### src/design/lane_test_pkg.sv
`default_nettype none

package lane_test_pkg;

  // K28.5 comma, sent on every byte lane during the comma phase
  localparam logic [7:0]  COMMA_BYTE = 8'hbc;
  localparam logic [31:0] COMMA_WORD = {4{COMMA_BYTE}};

  // frame layout: commas, one zero word, then the count payload
  localparam int COMMA_CYCLES  = 8;
  localparam int PAYLOAD_WORDS = 24;
  localparam int FRAME_LEN     = COMMA_CYCLES + 1 + PAYLOAD_WORDS;

  // wide enough for a position inside one frame
  localparam int POS_W = $clog2(FRAME_LEN);

  // one lane word
  // the aligner moves it around by byte lanes, the checker compares it
  // as a count value
  typedef union packed {
    logic [31:0]     cnt;    // whole word view
    logic [3:0][7:0] bytes;  // byte 0 is first on the lane
  } lane_word_u;

endpackage

`default_nettype wire

### src/design/lane_stream_if.sv
`timescale 1ns/1ns
`default_nettype none

interface lane_stream_if import lane_test_pkg::*; ();

  lane_word_u word;   // aligned payload word
  logic       valid;  // word holds data
  logic       first;  // zero word of a payload
  logic       last;   // final count word

  // no back-pressure, the sink takes every valid word
  modport src (
    output word, valid, first, last
  );

  modport snk (
    input  word, valid, first, last
  );

endinterface

`default_nettype wire

### src/design/lane_test_top.sv
`timescale 1ns/1ns
`default_nettype none

module lane_test_top (
  input  logic        txclk,
  input  logic        tx_rstn,
  output logic [31:0] o_txd,        // parallel word to the lane
  output logic [3:0]  o_txk,        // per byte K flags
  input  logic [31:0] i_rxd,        // parallel word from the lane
  input  logic [3:0]  i_rxk,
  output logic        o_aligned,
  output logic        o_locked,
  output logic        o_frame_ok,
  output logic [15:0] o_frame_cnt,
  output logic [15:0] o_err_cnt
);

  lane_stream_if i_lane_stream ();  // aligner to checker

  tx_pattern_gen i_tx_pattern_gen (
    .txclk       (txclk),
    .tx_rstn     (tx_rstn),
    .o_txd       (o_txd),
    .o_txk       (o_txk)
  );

  word_aligner i_word_aligner (
    .txclk       (txclk),
    .tx_rstn     (tx_rstn),
    .i_rxd       (i_rxd),
    .i_rxk       (i_rxk),
    .o_aligned   (o_aligned),
    .o_stream    (i_lane_stream.src)
  );

  pattern_checker i_pattern_checker (
    .txclk       (txclk),
    .tx_rstn     (tx_rstn),
    .i_stream    (i_lane_stream.snk),
    .o_locked    (o_locked),
    .o_frame_ok  (o_frame_ok),
    .o_frame_cnt (o_frame_cnt),
    .o_err_cnt   (o_err_cnt)
  );

endmodule

`default_nettype wire

### src/design/pattern_checker.sv
`timescale 1ns/1ns
`default_nettype none

module pattern_checker import lane_test_pkg::*; (
  input  logic        txclk,
  input  logic        tx_rstn,
  lane_stream_if.snk  i_stream,
  output logic        o_locked,
  output logic        o_frame_ok,
  output logic [15:0] o_frame_cnt,
  output logic [15:0] o_err_cnt
);

  logic [31:0] exp_cnt;    // value expected for the next word
  logic [31:0] exp_word;
  logic        mism;
  logic        frame_bad;  // error seen earlier in this payload
  logic        bad_now;

  // the zero word restarts the sequence
  always_comb begin
    exp_word = i_stream.first ? 32'd0 : exp_cnt;
    mism     = i_stream.word.cnt != exp_word;
    bad_now  = mism || (frame_bad && !i_stream.first);
  end

  always_ff @(posedge txclk or negedge tx_rstn) begin
    if (!tx_rstn) begin
      exp_cnt     <= '0;
      frame_bad   <= 1'b0;
      o_locked    <= 1'b0;
      o_frame_ok  <= 1'b0;
      o_frame_cnt <= '0;
      o_err_cnt   <= '0;
    end else begin
      o_frame_ok <= 1'b0;
      if (i_stream.valid) begin
        exp_cnt   <= exp_word + 32'd1;   // one error per bad word
        frame_bad <= bad_now;
        if (mism) begin
          o_err_cnt <= o_err_cnt + 16'd1;
        end
        if (i_stream.last && !bad_now) begin
          o_frame_ok  <= 1'b1;
          o_frame_cnt <= o_frame_cnt + 16'd1;
          o_locked    <= 1'b1;           // held until reset
        end
      end
    end
  end

endmodule

`default_nettype wire

### src/design/tx_pattern_gen.sv
`timescale 1ns/1ns
`default_nettype none

module tx_pattern_gen import lane_test_pkg::*; (
  input  logic       txclk,
  input  logic       tx_rstn,
  output lane_word_u o_txd,
  output logic [3:0] o_txk
);

  logic [POS_W-1:0] pos;       // frame position of the word on o_txd
  logic [POS_W-1:0] pos_nxt;
  logic             comma_ph;
  logic             zero_ph;

  assign pos_nxt  = (pos == POS_W'(FRAME_LEN - 1)) ? '0 : pos + 1'b1;

  // phase of the word that goes out on the next edge
  assign comma_ph = pos_nxt < POS_W'(COMMA_CYCLES);
  assign zero_ph  = pos_nxt == POS_W'(COMMA_CYCLES);

  always_ff @(posedge txclk or negedge tx_rstn) begin
    if (!tx_rstn) begin
      pos <= '0;
    end else begin
      pos <= pos_nxt;
    end
  end

  // word 0 of the frame is already on the lane while reset is held
  always_ff @(posedge txclk or negedge tx_rstn) begin
    if (!tx_rstn) begin
      o_txd.cnt <= COMMA_WORD;
      o_txk     <= 4'b1111;
    end else if (comma_ph) begin
      o_txd.cnt <= COMMA_WORD;
      o_txk     <= 4'b1111;
    end else if (zero_ph) begin
      o_txd.cnt <= '0;              // payload opener
      o_txk     <= 4'b0000;
    end else begin
      o_txd.cnt <= o_txd.cnt + 32'd1;
      o_txk     <= 4'b0000;
    end
  end

endmodule

`default_nettype wire

### src/design/word_aligner.sv
`timescale 1ns/1ns
`default_nettype none

module word_aligner import lane_test_pkg::*; (
  input  logic       txclk,
  input  logic       tx_rstn,
  input  lane_word_u i_rxd,
  input  logic [3:0] i_rxk,
  output logic       o_aligned,
  lane_stream_if.src o_stream
);

  lane_word_u       prev_d;        // last two received words
  lane_word_u       prev2_d;
  logic [3:0]       prev_k;
  logic [3:0]       prev2_k;
  logic [2:0]       rot_off;       // byte offset into {prev_d, prev2_d}
  logic [2:0]       off_nxt;
  logic             hit;
  logic [7:0][7:0]  cat_d;
  logic [7:0]       cat_k;
  lane_word_u       algn_d;
  logic [3:0]       algn_k;
  logic             algn_valid;
  logic             algn_first;
  logic             was_data;
  logic [POS_W-1:0] pay_cnt;       // number of the next payload word

  // A skew of s puts s comma bytes of the previous word into the low byte
  // lanes of the first data word, so its flags read 0001, 0011 or 0111.
  // With no skew the flags drop straight from all set to all clear.
  assign hit = (prev_k == 4'hf) && (i_rxk != 4'hf) && (prev_d.bytes[3] == COMMA_BYTE);

  always_comb begin
    case (i_rxk)
      4'b0001: off_nxt = 3'd1;
      4'b0011: off_nxt = 3'd2;
      4'b0111: off_nxt = 3'd3;
      default: off_nxt = 3'd4;     // boundary on a word edge
    endcase
  end

  always_ff @(posedge txclk or negedge tx_rstn) begin
    if (!tx_rstn) begin
      prev_k    <= 4'hf;
      prev2_k   <= 4'hf;
      rot_off   <= 3'd4;
      o_aligned <= 1'b0;
    end else begin
      prev_k  <= i_rxk;
      prev2_k <= prev_k;
      if (hit) begin
        rot_off   <= off_nxt;      // refreshed every frame
        o_aligned <= 1'b1;
      end
    end
  end

  always_ff @(posedge txclk) begin
    prev_d  <= i_rxd;
    prev2_d <= prev_d;
  end

  // the word that completed on the last cycle sits in the upper half
  assign cat_d = {prev_d.bytes, prev2_d.bytes};
  assign cat_k = {prev_k, prev2_k};

  always_comb begin
    for (int b = 0; b < 4; b++) begin
      algn_d.bytes[b] = cat_d[b + int'(rot_off)];
      algn_k[b]       = cat_k[b + int'(rot_off)];
    end
  end

  assign algn_valid = o_aligned && (algn_k == 4'b0000);
  assign algn_first = algn_valid && !was_data;

  always_ff @(posedge txclk or negedge tx_rstn) begin
    if (!tx_rstn) begin
      was_data       <= 1'b0;
      pay_cnt        <= '0;
      o_stream.valid <= 1'b0;
      o_stream.first <= 1'b0;
      o_stream.last  <= 1'b0;
    end else begin
      was_data       <= algn_valid;
      o_stream.valid <= algn_valid;
      o_stream.first <= algn_first;
      o_stream.last  <= algn_valid && !algn_first && (pay_cnt == POS_W'(PAYLOAD_WORDS));
      if (algn_first) begin
        pay_cnt <= POS_W'(1);      // zero word is number 0
      end else if (algn_valid) begin
        pay_cnt <= pay_cnt + 1'b1;
      end
    end
  end

  always_ff @(posedge txclk) begin
    o_stream.word <= algn_d;
  end

endmodule

`default_nettype wire

### config.mk
export PLATFORM = sky130hd
export DESIGN_NAME = lane_test_top
export DESIGN_NICKNAME = d
export VERILOG_FILES = /design/src/design/lane_test_pkg.sv /design/src/design/lane_stream_if.sv /design/src/design/lane_test_top.sv /design/src/design/pattern_checker.sv /design/src/design/tx_pattern_gen.sv /design/src/design/word_aligner.sv
export SDC_FILE = /design/constraint.sdc
export NUM_CORES = 1
export LEC_CHECK = 0
export BUFFER_PORTS_ARGS = -buffer_cell sky130_fd_sc_hd__buf_2
export CORE_AREA = 2 2 268 138
export DETAILED_ROUTE_END_ITERATION = 6
export DIE_AREA = 0 0 270 140
export HOLD_SLACK_MARGIN = 0.1
export PLACE_DENSITY = 0.56
export SYNTH_ARGS = -nofsm -noshare
export SYNTH_HDL_FRONTEND = slang
export SYNTH_SLANG_ARGS = --single-unit
### constraint.sdc
create_clock -name txclk -period 5.15 [get_ports txclk]
set_input_delay 1.03 -clock txclk [delete_from_list [all_inputs] [get_ports txclk]]
set_output_delay 1.03 -clock txclk [all_outputs]
set_load 0.03 [all_outputs]
==> out/qor.csv, run 1 <==
stage,metric,value,unit
worst_setup_path,required,5610,ps
sta,finalHoldViolCount,0,
worst_setup_path,startpoint,i_word_aligner.rot_off[0]$_DFFE_PN0P_,
sta,final-setup-viol-count,0,
worst_hold_path,hold_start,i_word_aligner.prev_d[17]$_DFF_P_,
placement,place.gp.congestion,0.817,
clock_network,ctsHtreeMaxLevel,1,
global_route,grt_pass1_vias,7030,
synth,synth_area_leaders,"dfrtp_1 23%, dfxtp_1 18%, dfstp_2 7.5%",
synth,synth-edff-count,0,
worst_setup_path,slowest_delay,840,ps
global_route,grt_pass1_wl,40500,microns
worst_setup_path,cp-end-kind,register,
floorplan,ioPinCount,109,
drt,met1_length,13900,microns
placement,post-place-ws,1490,ps
drt,drc,0,
synth,yosysTopAreaCell,dfrtp_1,
clock_network,clkTransAtPathRegs,70,ps
floorplan,die_h,140,microns
global_route,globalRouteTotalUtil,0.133,
sta,skew,11.6,ps
drt,first_pass_iters,5,
worst_setup_path,path_cells,inv_1 -> ha_1 -> mux4_2 -> a22oi_1 -> o311ai_1 -> nor2_1 -> nand2_1 -> or4b_1 -> nand3_1,
clock_network,clock_path_buffers,3,
final_layout,diodes,0,
worst_setup_path,cp-start-kind,register,
drt,wl_met3,1660,microns
clock_network,ctsRootBufferMaster,clkbuf_16,
clock_network,cts_resized,0,
synth,synth_top_cell_area_share,0.232,
synth,ys_seq_area_frac,0.490,
synth,synthDistinctLibCells,60,
power_and_ir_drop,leakage,0.00503,uW
sta,drv_slew,0,
drt,wirelength,25000,microns
power_and_ir_drop,ir_drop,0.216,mV
worst_setup_path,crit_slowest_cell,ha_1,
clock_network,clk_latency,520,ps
synth,synth-async-reset-ratio,0.570,
clock_network,numCtsBuffers,23,
clock_network,cts_num_sinks,223,
floorplan,die_area,37800,sq um
final_layout,nFillCells,3589,
clock_network,hold_buffers,0,
final_layout,drive_gt1_frac,0.287,
floorplan,die_w,270,microns
sta,fmax,269,MHz
clock_network,cts_tree,done,
placement,hpwlAfterDp,18100,microns
floorplan,initial_utilization,0.296,
global_route,grt_max_degree,95,
final_layout,areaGrowthSynthToFinish,16.7,%
synth,syn_nets,998,
sta,finalCritPeriodShare,0.722,
synth,synth_area,10500,sq um
synth,ys_ff_latch,223,
sta,relSlewSlack,0.377,
drt,drtIter0Drc,627,
drt,drt-vias-per-instance,4.79,
synth,synth_most_common_cell,dfrtp_1,
sta,rsz0062_at_grt,false,
floorplan,core,35400,sq um
drt,vias,7404,
worst_setup_path,worstSetupPathType,register to register,
synth,netlist_instances,950,
global_route,grt_antenna_before_repair,0,
drt,wl_per_cell,16.2,microns
power_and_ir_drop,power_density,339,nW/um^2
run,drv_cap,0,
worst_setup_path,worst-path-max-fanout,27,
drt,dr.max_layer_used,met4,
sta,tightestPinTransition,935,ps
sta,setup-tns-final,0,ps
drt,ant_nets,0,
worst_setup_path,rr_startpoint,i_word_aligner.rot_off[0]$_DFFE_PN0P_,
placement,io_buffers,108,
status,run_status,"finished, final reports clean",
worst_setup_path,critPathTopFamily,simple AND/OR/NAND/NOR gates,
global_route,overflow,0,
synth,syn_area_per_cell,11.0,sq um
drt,wl_met2,9090,microns
synth,synth_commonest_cells,"97 x dfrtp_1, 96 x dfxtp_1, 85 x nor2_1, 78 x nand2_1, 69 x mux2_2",
worst_setup_path,cp.arrival,4180,ps
clock_network,post_cts_buffers,0,
worst_hold_path,hp-class,register to register,
synth,ys.flop_type,dfrtp_1,
final_layout,nets,1093,
worst_setup_path,crit_buf_inv,1,
synth,yosysWarningCount,0,
floorplan,placementRows,49,
sta,period_minus_slack,3720,ps
sta,fin_ws,1430,ps
[layout make-up]
cell class	instances	area (sq um)	area share
Clock buffer	29	641	0.0524
Clock inverter	12	116	0.00952
Inverter	23	86.3	0.00706
Multi-Input combinational cell	658	5030	0.412
Sequential cell	223	5140	0.420
Tap cell	484	606	0.0495
Timing Repair Buffer	116	607	0.0496
[state kept, by name, indices dropped and copies added, names as in the netlist, 6 cells and up]
name	cells
i_tx_pattern_gen.pos	6
i_word_aligner.o_stream.word	32
i_tx_pattern_gen.o_txd	32
i_word_aligner.pay_cnt	6
i_pattern_checker.o_err_cnt	16
i_pattern_checker.exp_cnt	32
i_word_aligner.prev_d	32
i_word_aligner.prev2_d	32
i_pattern_checker.o_frame_cnt	16
[stage by stage]
| step | cells | util | area (sq um) | power (uW) | hold slack [ps] |
|---|---|---|---|---|---|
| global placement | 1504 | 0.324 | 11500 | 2460 | 356 |
| finish | 1545 | 0.346 | 12200 | 4150 | 363 |
| floorplan | 950 | - | 10500 | 2300 | 342 |
| detailed placement | 1504 | 0.324 | 11500 | 2470 | 355 |
| CTS | 1545 | 0.346 | 12200 | 4210 | 364 |
| global route | 1545 | 0.346 | 12200 | 4350 | 376 |
[power breakdown]
| group | switching (uW) | leakage, uW | internal (uW) |
|---|---|---|---|
| clock | 731 | 0.000377 | 985 |
| combinational | 230 | 0.00222 | 226 |
| sequential | 124 | 0.00244 | 1850 |
| total | 1080 | 0.00503 | 3070 |
[per-layer routing]
metal | global-route usage | vias to the layer above
met1 | 0.223 | 3612
met4 | 0.0254 | 0
met5 | 0 | -
met2 | 0.166 | 212
met3 | 0.0305 | 28
li1 | - | 3552
[cell families after synthesis]
kind of cell             share of synthesized area
AO/OA/AOI/OAI                               0.0590
adder cells (fa/ha/maj)                     0.0119
AND/OR/NAND/NOR                              0.166
XOR/XNOR                                    0.0903
flip-flops                                   0.490
multiplexers                                 0.153
buffers and inverters                       0.0295
[cells in the final DEF, fill, tap and decap left out, drive strengths merged, types with 12 or more instances in the layout]
cell type,netlist,layout
nand2,78,78
nor3,13,13
clkbuf,24,29
nor2,85,85
dfrtp,97,97
xnor2,65,65
buf,22,116
o21ai,60,60
nand4,16,16
a21oi,12,12
mux4,35,35
mux2,69,69
dfstp,30,30
xor2,43,43
and3,19,19
dfxtp,96,96
nand3,44,44
inv,23,24
a31oi,16,16
[path summary, 6_finish.rpt]
check	end	slack, ps	depth (start not counted)
worst max-delay path	i_word_aligner.pay_cnt[4]$_DFFE_PN0P_	1430	9
worst min-delay path	i_word_aligner.prev2_d[17]$_DFF_P_	360	0
worst max register to register	i_word_aligner.pay_cnt[4]$_DFFE_PN0P_	1430	9
worst min register to register	i_word_aligner.prev2_d[17]$_DFF_P_	360	0
max in group asynchronous	i_pattern_checker.o_err_cnt[6]$_DFFE_PN0P_	3500	2
min in group asynchronous	i_pattern_checker.exp_cnt[30]$_DFFE_PN0P_	600	1
[worst register-to-register path, cell delays in order (launching register included)]
cell and delay (ps):
dfrtp_2 720, inv_1 120, ha_1 840, mux4_2 600, a22oi_1 150, o311ai_1 130
nor2_1 110, nand2_1 280, or4b_1 600, nand3_1 100
Note: power is estimated with default switching activity, not from simulation.
==> run 2, diff against run 1 <==
- PLACE_DENSITY: 0.56 -> 0.57
- clock period: 5.15 -> 3.2 ns (I/O delays scaled with it)
==> out/qor.csv, run 2 (synthesis results as in run 1) <==
stage,metric,value,unit
drt,drtIter0Drc,618,
worst_setup_path,worst-path-max-fanout,28,
final_layout,final_common_cell,buf_2,
drt,drt-vias-per-instance,4.81,
clock_network,numCtsBuffers,23,
clock_network,ctsHtreeMaxLevel,1,
worst_setup_path,cpMostUsedCell,buf_4,
clock_network,ctsRootBufferMaster,clkbuf_16,
clock_network,cts_resized,0,
placement,io_buffers,108,
clock_network,cts_tree,done,
floorplan,die_w,270,microns
worst_setup_path,cp.arrival,3290,ps
worst_setup_path,cp-start-kind,register,
placement,placed_cells,1518,
worst_hold_path,hp-class,input port to register,
drt,vias,7511,
global_route,globalRouteTotalUtil,0.133,
final_layout,final_cells,1560,
drt,ant_nets,0,
global_route,grt_max_degree,80,
final_layout,final_cell_mix,"107 x buf_2, 96 x dfrtp_1, 96 x dfxtp_1",
sta,finalCritPeriodShare,0.892,
sta,fmax,350,MHz
sta,period_minus_slack,2850,ps
power_and_ir_drop,power_density,540,nW/um^2
clock_network,clock_path_buffers,3,
floorplan,placementRows,49,
final_layout,areaGrowthSynthToFinish,18.3,%
drt,wl_per_cell,16.0,microns
sta,setup-tns-final,0,ps
sta,rsz0062_at_grt,false,
worst_setup_path,worstSetupPathType,register to register,
placement,place.gp.congestion,0.828,
worst_setup_path,crit_buf_inv,3,
sta,final-setup-viol-count,0,
final_layout,diodes,0,
worst_setup_path,critPathTopFamily,simple AND/OR/NAND/NOR gates,
floorplan,die_area,37800,sq um
sta,skew,8.58,ps
placement,post-place-ws,362,ps
sta,tightestPinTransition,917,ps
sta,relSlewSlack,0.387,
placement,hpwlAfterDp,18400,microns
clock_network,cts_num_sinks,223,
floorplan,initial_utilization,0.296,
global_route,overflow,0,
final_layout,drive_gt1_frac,0.296,
run,drv_cap,0,
drt,drc,0,
global_route,grt_pass1_vias,7248,
sta,fin_ws,346,ps
status,run_status,"finished, final reports clean",
global_route,grt_pass1_wl,40800,microns
power_and_ir_drop,ir_drop,0.363,mV
final_layout,nets,1108,
worst_setup_path,slowest_delay,640,ps
final_layout,multi_input_area,5030,sq um
global_route,grt_antenna_before_repair,2,
final_layout,nFillCells,3558,
sta,drv_slew,0,
sta,timing.hold.ws,224,ps
drt,wirelength,25000,microns
power_and_ir_drop,leakage,0.00513,uW
sta,finalHoldViolCount,0,
drt,first_pass_iters,5,
worst_setup_path,path_cells,buf_4 -> buf_4 -> o21ai_0 -> nand4_1 -> or4_4 -> buf_4 -> nor4_2 -> xor2_1,
floorplan,core,35400,sq um
final_layout,ff_latch_area,5140,sq um
floorplan,die_h,140,microns
clock_network,clkTransAtPathRegs,60,ps
floorplan,ioPinCount,109,
power_and_ir_drop,finalPower,6700,uW
worst_setup_path,crit_slowest_cell,or4_4,
worst_setup_path,cp-end-kind,register,
clock_network,clk_latency,510,ps
worst_setup_path,required,3630,ps
run 2: cell type report:
type / instances / share of cell area
sequential: 223 / 0.414
multi-input combinational: 658 / 0.406
clock buffer: 38 / 0.0618
timing repair buffer: 131 / 0.0602
tap: 484 / 0.0488
clock inverter: 3 / 0.00192
inverter: 23 / 0.00696
run 2: repair_timing:
item	4_1_cts	5_1_grt
hold endpoints to repair	24	0
setup buffers	0	0
endpoints found under the setup margin	0	0
hold buffers	1	0
run 2: path summary, 6_finish.rpt:
kind / startpoint / endpoint / slack (ps) / cells after the start
hold reg to reg: i_word_aligner.prev_d[15]$_DFF_P_ / i_word_aligner.prev2_d[15]$_DFF_P_ / 360 / 0
hold / removal: i_rxd[4] / i_word_aligner.prev_d[4]$_DFF_P_ / 220 / 1
min in group asynchronous: tx_rstn / i_pattern_checker.exp_cnt[19]$_DFFE_PN0P_ / 620 / 2
setup / recovery: i_word_aligner.o_stream.first$_DFF_PN0_ / i_pattern_checker.o_frame_cnt[14]$_DFFE_PN0P_ / 350 / 8
setup reg to reg: i_word_aligner.o_stream.first$_DFF_PN0_ / i_pattern_checker.o_frame_cnt[14]$_DFFE_PN0P_ / 350 / 8
max in group asynchronous: tx_rstn / i_pattern_checker.exp_cnt[9]$_DFFE_PN0P_ / 1740 / 4
run 2: through the flow:
stage / area (sq um) / utilization
after floorplan: 10500 / -
after global placement: 11600 / 0.328
after detailed placement: 11600 / 0.328
after CTS: 12400 / 0.350
after global routing: 12400 / 0.350
final: 12400 / 0.350
run 2: worst register-to-register path, stage by stage (launching register included):
cell and delay (ps):
dfrtp_1 380, buf_4 170, buf_4 220, o21ai_0 370
nand4_1 240, or4_4 640, buf_4 270, nor4_2 310
xor2_1 170
run 2: power by group:
group	internal (uW)	leakage [uW]	switching [uW]
Clock	1640	0.000389	1110
Combinational	378	0.00230	390
Sequential	2990	0.00244	198
run 2: metal layers:
| metal | GRT usage | vias to the layer above | share of wire |
|---|---|---|---|
| li1 | - | 3594 | - |
| met1 | 0.218 | 3725 | 0.55 |
| met2 | 0.171 | 160 | 0.37 |
| met3 | 0.0324 | 32 | 0.058 |
| met4 | 0.0246 | 0 | 0.018 |
| met5 | 0 | - | 0 |
==> run 3, diff against run 2 <==
- MAX_ROUTING_LAYER: unset -> met4
- clock period: 3.2 -> 2.3 ns (I/O delays scaled with it)
==> out/qor.csv, run 3 (synthesis results as in run 1) <==
stage,metric,value,unit
status,run_status,"complete, but fails checks",
status,violations,negative setup slack,
power_and_ir_drop,leakage,0.00596,uW
final_layout,ff_latch_area,5140,sq um
sta,final-setup-viol-count,26,
sta,skew,12.1,ps
power_and_ir_drop,power_density,703,nW/um^2
clock_network,cts_num_sinks,223,
global_route,grt_pass1_wl,42500,microns
worst_hold_path,holdPathStages,0,
sta,finalCritPeriodShare,1.07,
worst_setup_path,ff2ff_path_depth,8,
sta,rsz0062_at_grt,true,
drt,first_pass_iters,4,
sta,tightestPinTransition,571,ps
sta,drv_slew,0,
floorplan,core,35400,sq um
worst_setup_path,rr_startpoint,i_word_aligner.o_stream.first$_DFF_PN0_,
global_route,grt_max_degree,52,
placement,place.gp.congestion,0.838,
floorplan,die_w,270,microns
floorplan,initial_utilization,0.296,
run,drv_cap,0,
sta,relSlewSlack,0.618,
placement,placed_cells,1600,
final_layout,final_cells,1687,
sta,period_minus_slack,2470,ps
floorplan,placementRows,49,
clock_network,ctsHtreeMaxLevel,1,
worst_setup_path,cp-end-kind,register,
worst_setup_path,required,2740,ps
drt,vias,7936,
worst_hold_path,hp-class,register to register,
worst_hold_path,hold_start,i_word_aligner.prev_d[9]$_DFF_P_,
final_layout,areaGrowthSynthToFinish,31.9,%
drt,drc,0,
final_layout,diodes,0,
placement,io_buffers,108,
final_layout,nFillCells,3428,
worst_setup_path,r2r_setup_slack,-170,ps
drt,ant_nets,0,
worst_setup_path,cp-start-kind,register,
drt,drt-vias-per-instance,4.70,
global_route,overflow,0,
floorplan,ioPinCount,109,
clock_network,clk_latency,520,ps
final_layout,final_common_cell,buf_2,
worst_setup_path,worst-path-max-fanout,25,
final_layout,multi_input_area,5350,sq um
global_route,globalRouteTotalUtil,0.145,
drt,drtIter0Drc,515,
clock_network,clock_path_buffers,3,
clock_network,numCtsBuffers,22,
global_route,grt_antenna_before_repair,0,
final_layout,drive_gt1_frac,0.377,
final_layout,nets,1235,
clock_network,ctsRootBufferMaster,clkbuf_16,
clock_network,cts_tree,done,
drt,wirelength,26800,microns
sta,fmax,405,MHz
final_layout,final_cell_mix,"107 x buf_2, 103 x buf_4, 96 x dfrtp_1",
worst_setup_path,cp.arrival,2910,ps
drt,wl_per_cell,15.9,microns
worst_setup_path,worstSetupPathType,register to register,
placement,post-place-ws,-420,ps
placement,hpwlAfterDp,19100,microns
floorplan,die_area,37800,sq um
worst_hold_path,min_to,i_word_aligner.prev2_d[9]$_DFF_P_,
sta,finalHoldViolCount,0,
floorplan,die_h,140,microns
sta,fin_ws,-169,ps
clock_network,clkTransAtPathRegs,70,ps
worst_setup_path,worstReg2RegEnd,i_pattern_checker.o_frame_cnt[13]$_DFFE_PN0P_,
power_and_ir_drop,ir_drop,0.429,mV
global_route,grt_pass1_vias,7575,
run 3: worst max path at each step:
stage | endpoint | slack (ps) | cells past startpoint | from
final | i_pattern_checker.o_frame_cnt[13]$_DFFE_PN0P_ | -170 | 8 | i_word_aligner.o_stream.first$_DFF_PN0_
after global placement | i_pattern_checker.o_frame_cnt[10]$_DFFE_PN0P_ | -370 | 8 | i_word_aligner.o_stream.first$_DFF_PN0_
after floorplan | i_word_aligner.pay_cnt[3]$_DFFE_PN0P_ | -420 | 13 | i_word_aligner.rot_off[0]$_DFFE_PN0P_
after detailed placement | i_pattern_checker.o_frame_cnt[10]$_DFFE_PN0P_ | -420 | 8 | i_word_aligner.o_stream.first$_DFF_PN0_
after global routing | i_pattern_checker.o_frame_cnt[3]$_DFFE_PN0P_ | -250 | 8 | i_pattern_checker.exp_cnt[17]$_DFFE_PN0P_
after CTS | i_pattern_checker.o_frame_cnt[10]$_DFFE_PN0P_ | -160 | 9 | i_pattern_checker.exp_cnt[14]$_DFFE_PN0P_
run 3: routing by layer:
metal	track usage	wire [microns]	up-vias
li1	-	-	3839
met1	0.226	14600	3894
met2	0.190	10500	173
met3	0.0285	1350	30
met4	0.0263	421	0
met5	-	0	-
run 3: power by group:
part / total [uW] / switching, uW / leakage, uW / internal (uW)
Sequential: 4390 / 240 / 0.00244 / 4150
Clock: 3910 / 1590 / 0.000388 / 2330
Combinational: 1420 / 659 / 0.00313 / 756
Total: 9720 / 2490 / 0.00596 / 7240
run 3: worst max-delay path: stages, from the launching register on:
cell and delay [ps]:
dfrtp_1 390, buf_12 170, buf_4 170, o21ai_0 200, nand4_1 200, buf_4 190
or4_4 590, nor4_4 300, xor2_1 170
run 3: what timing repair did:
| action | CTS | global route |
|---|---|---|
| hold endpoints to repair | 54 | 0 |
| pin swaps | 27 | 16 |
| hold buffers | 37 | 0 |
| endpoints found under the setup margin | 47 | 59 |
| resized for setup | 32 | 40 |
| setup buffers | 6 | 4 |
| cloned | 1 | 0 |
run 3: area by class of cell:
cell class	count	share of cell area
multi-input cells	659	0.387
flip-flops and latches	223	0.372
repair buffers	258	0.134
clock buffers	33	0.0502
well taps	484	0.0438
clock inverters	7	0.00697
inverters	23	0.00643
run 3: per-stage QoR:
step	hold WS [ps]	setup TNS, ps	total power (uW)	utilization	instance area, sq um
3_5_place_dp	354	-10030	5750	0.347	12300
4_1_cts	362	-2350	9810	0.385	13600
2_1_floorplan	164	-2240	5180	-	10600
3_3_place_gp	352	-8530	5720	0.347	12300
6_report	362	-1720	9720	0.391	13800
5_1_grt	365	-5360	10200	0.391	13800
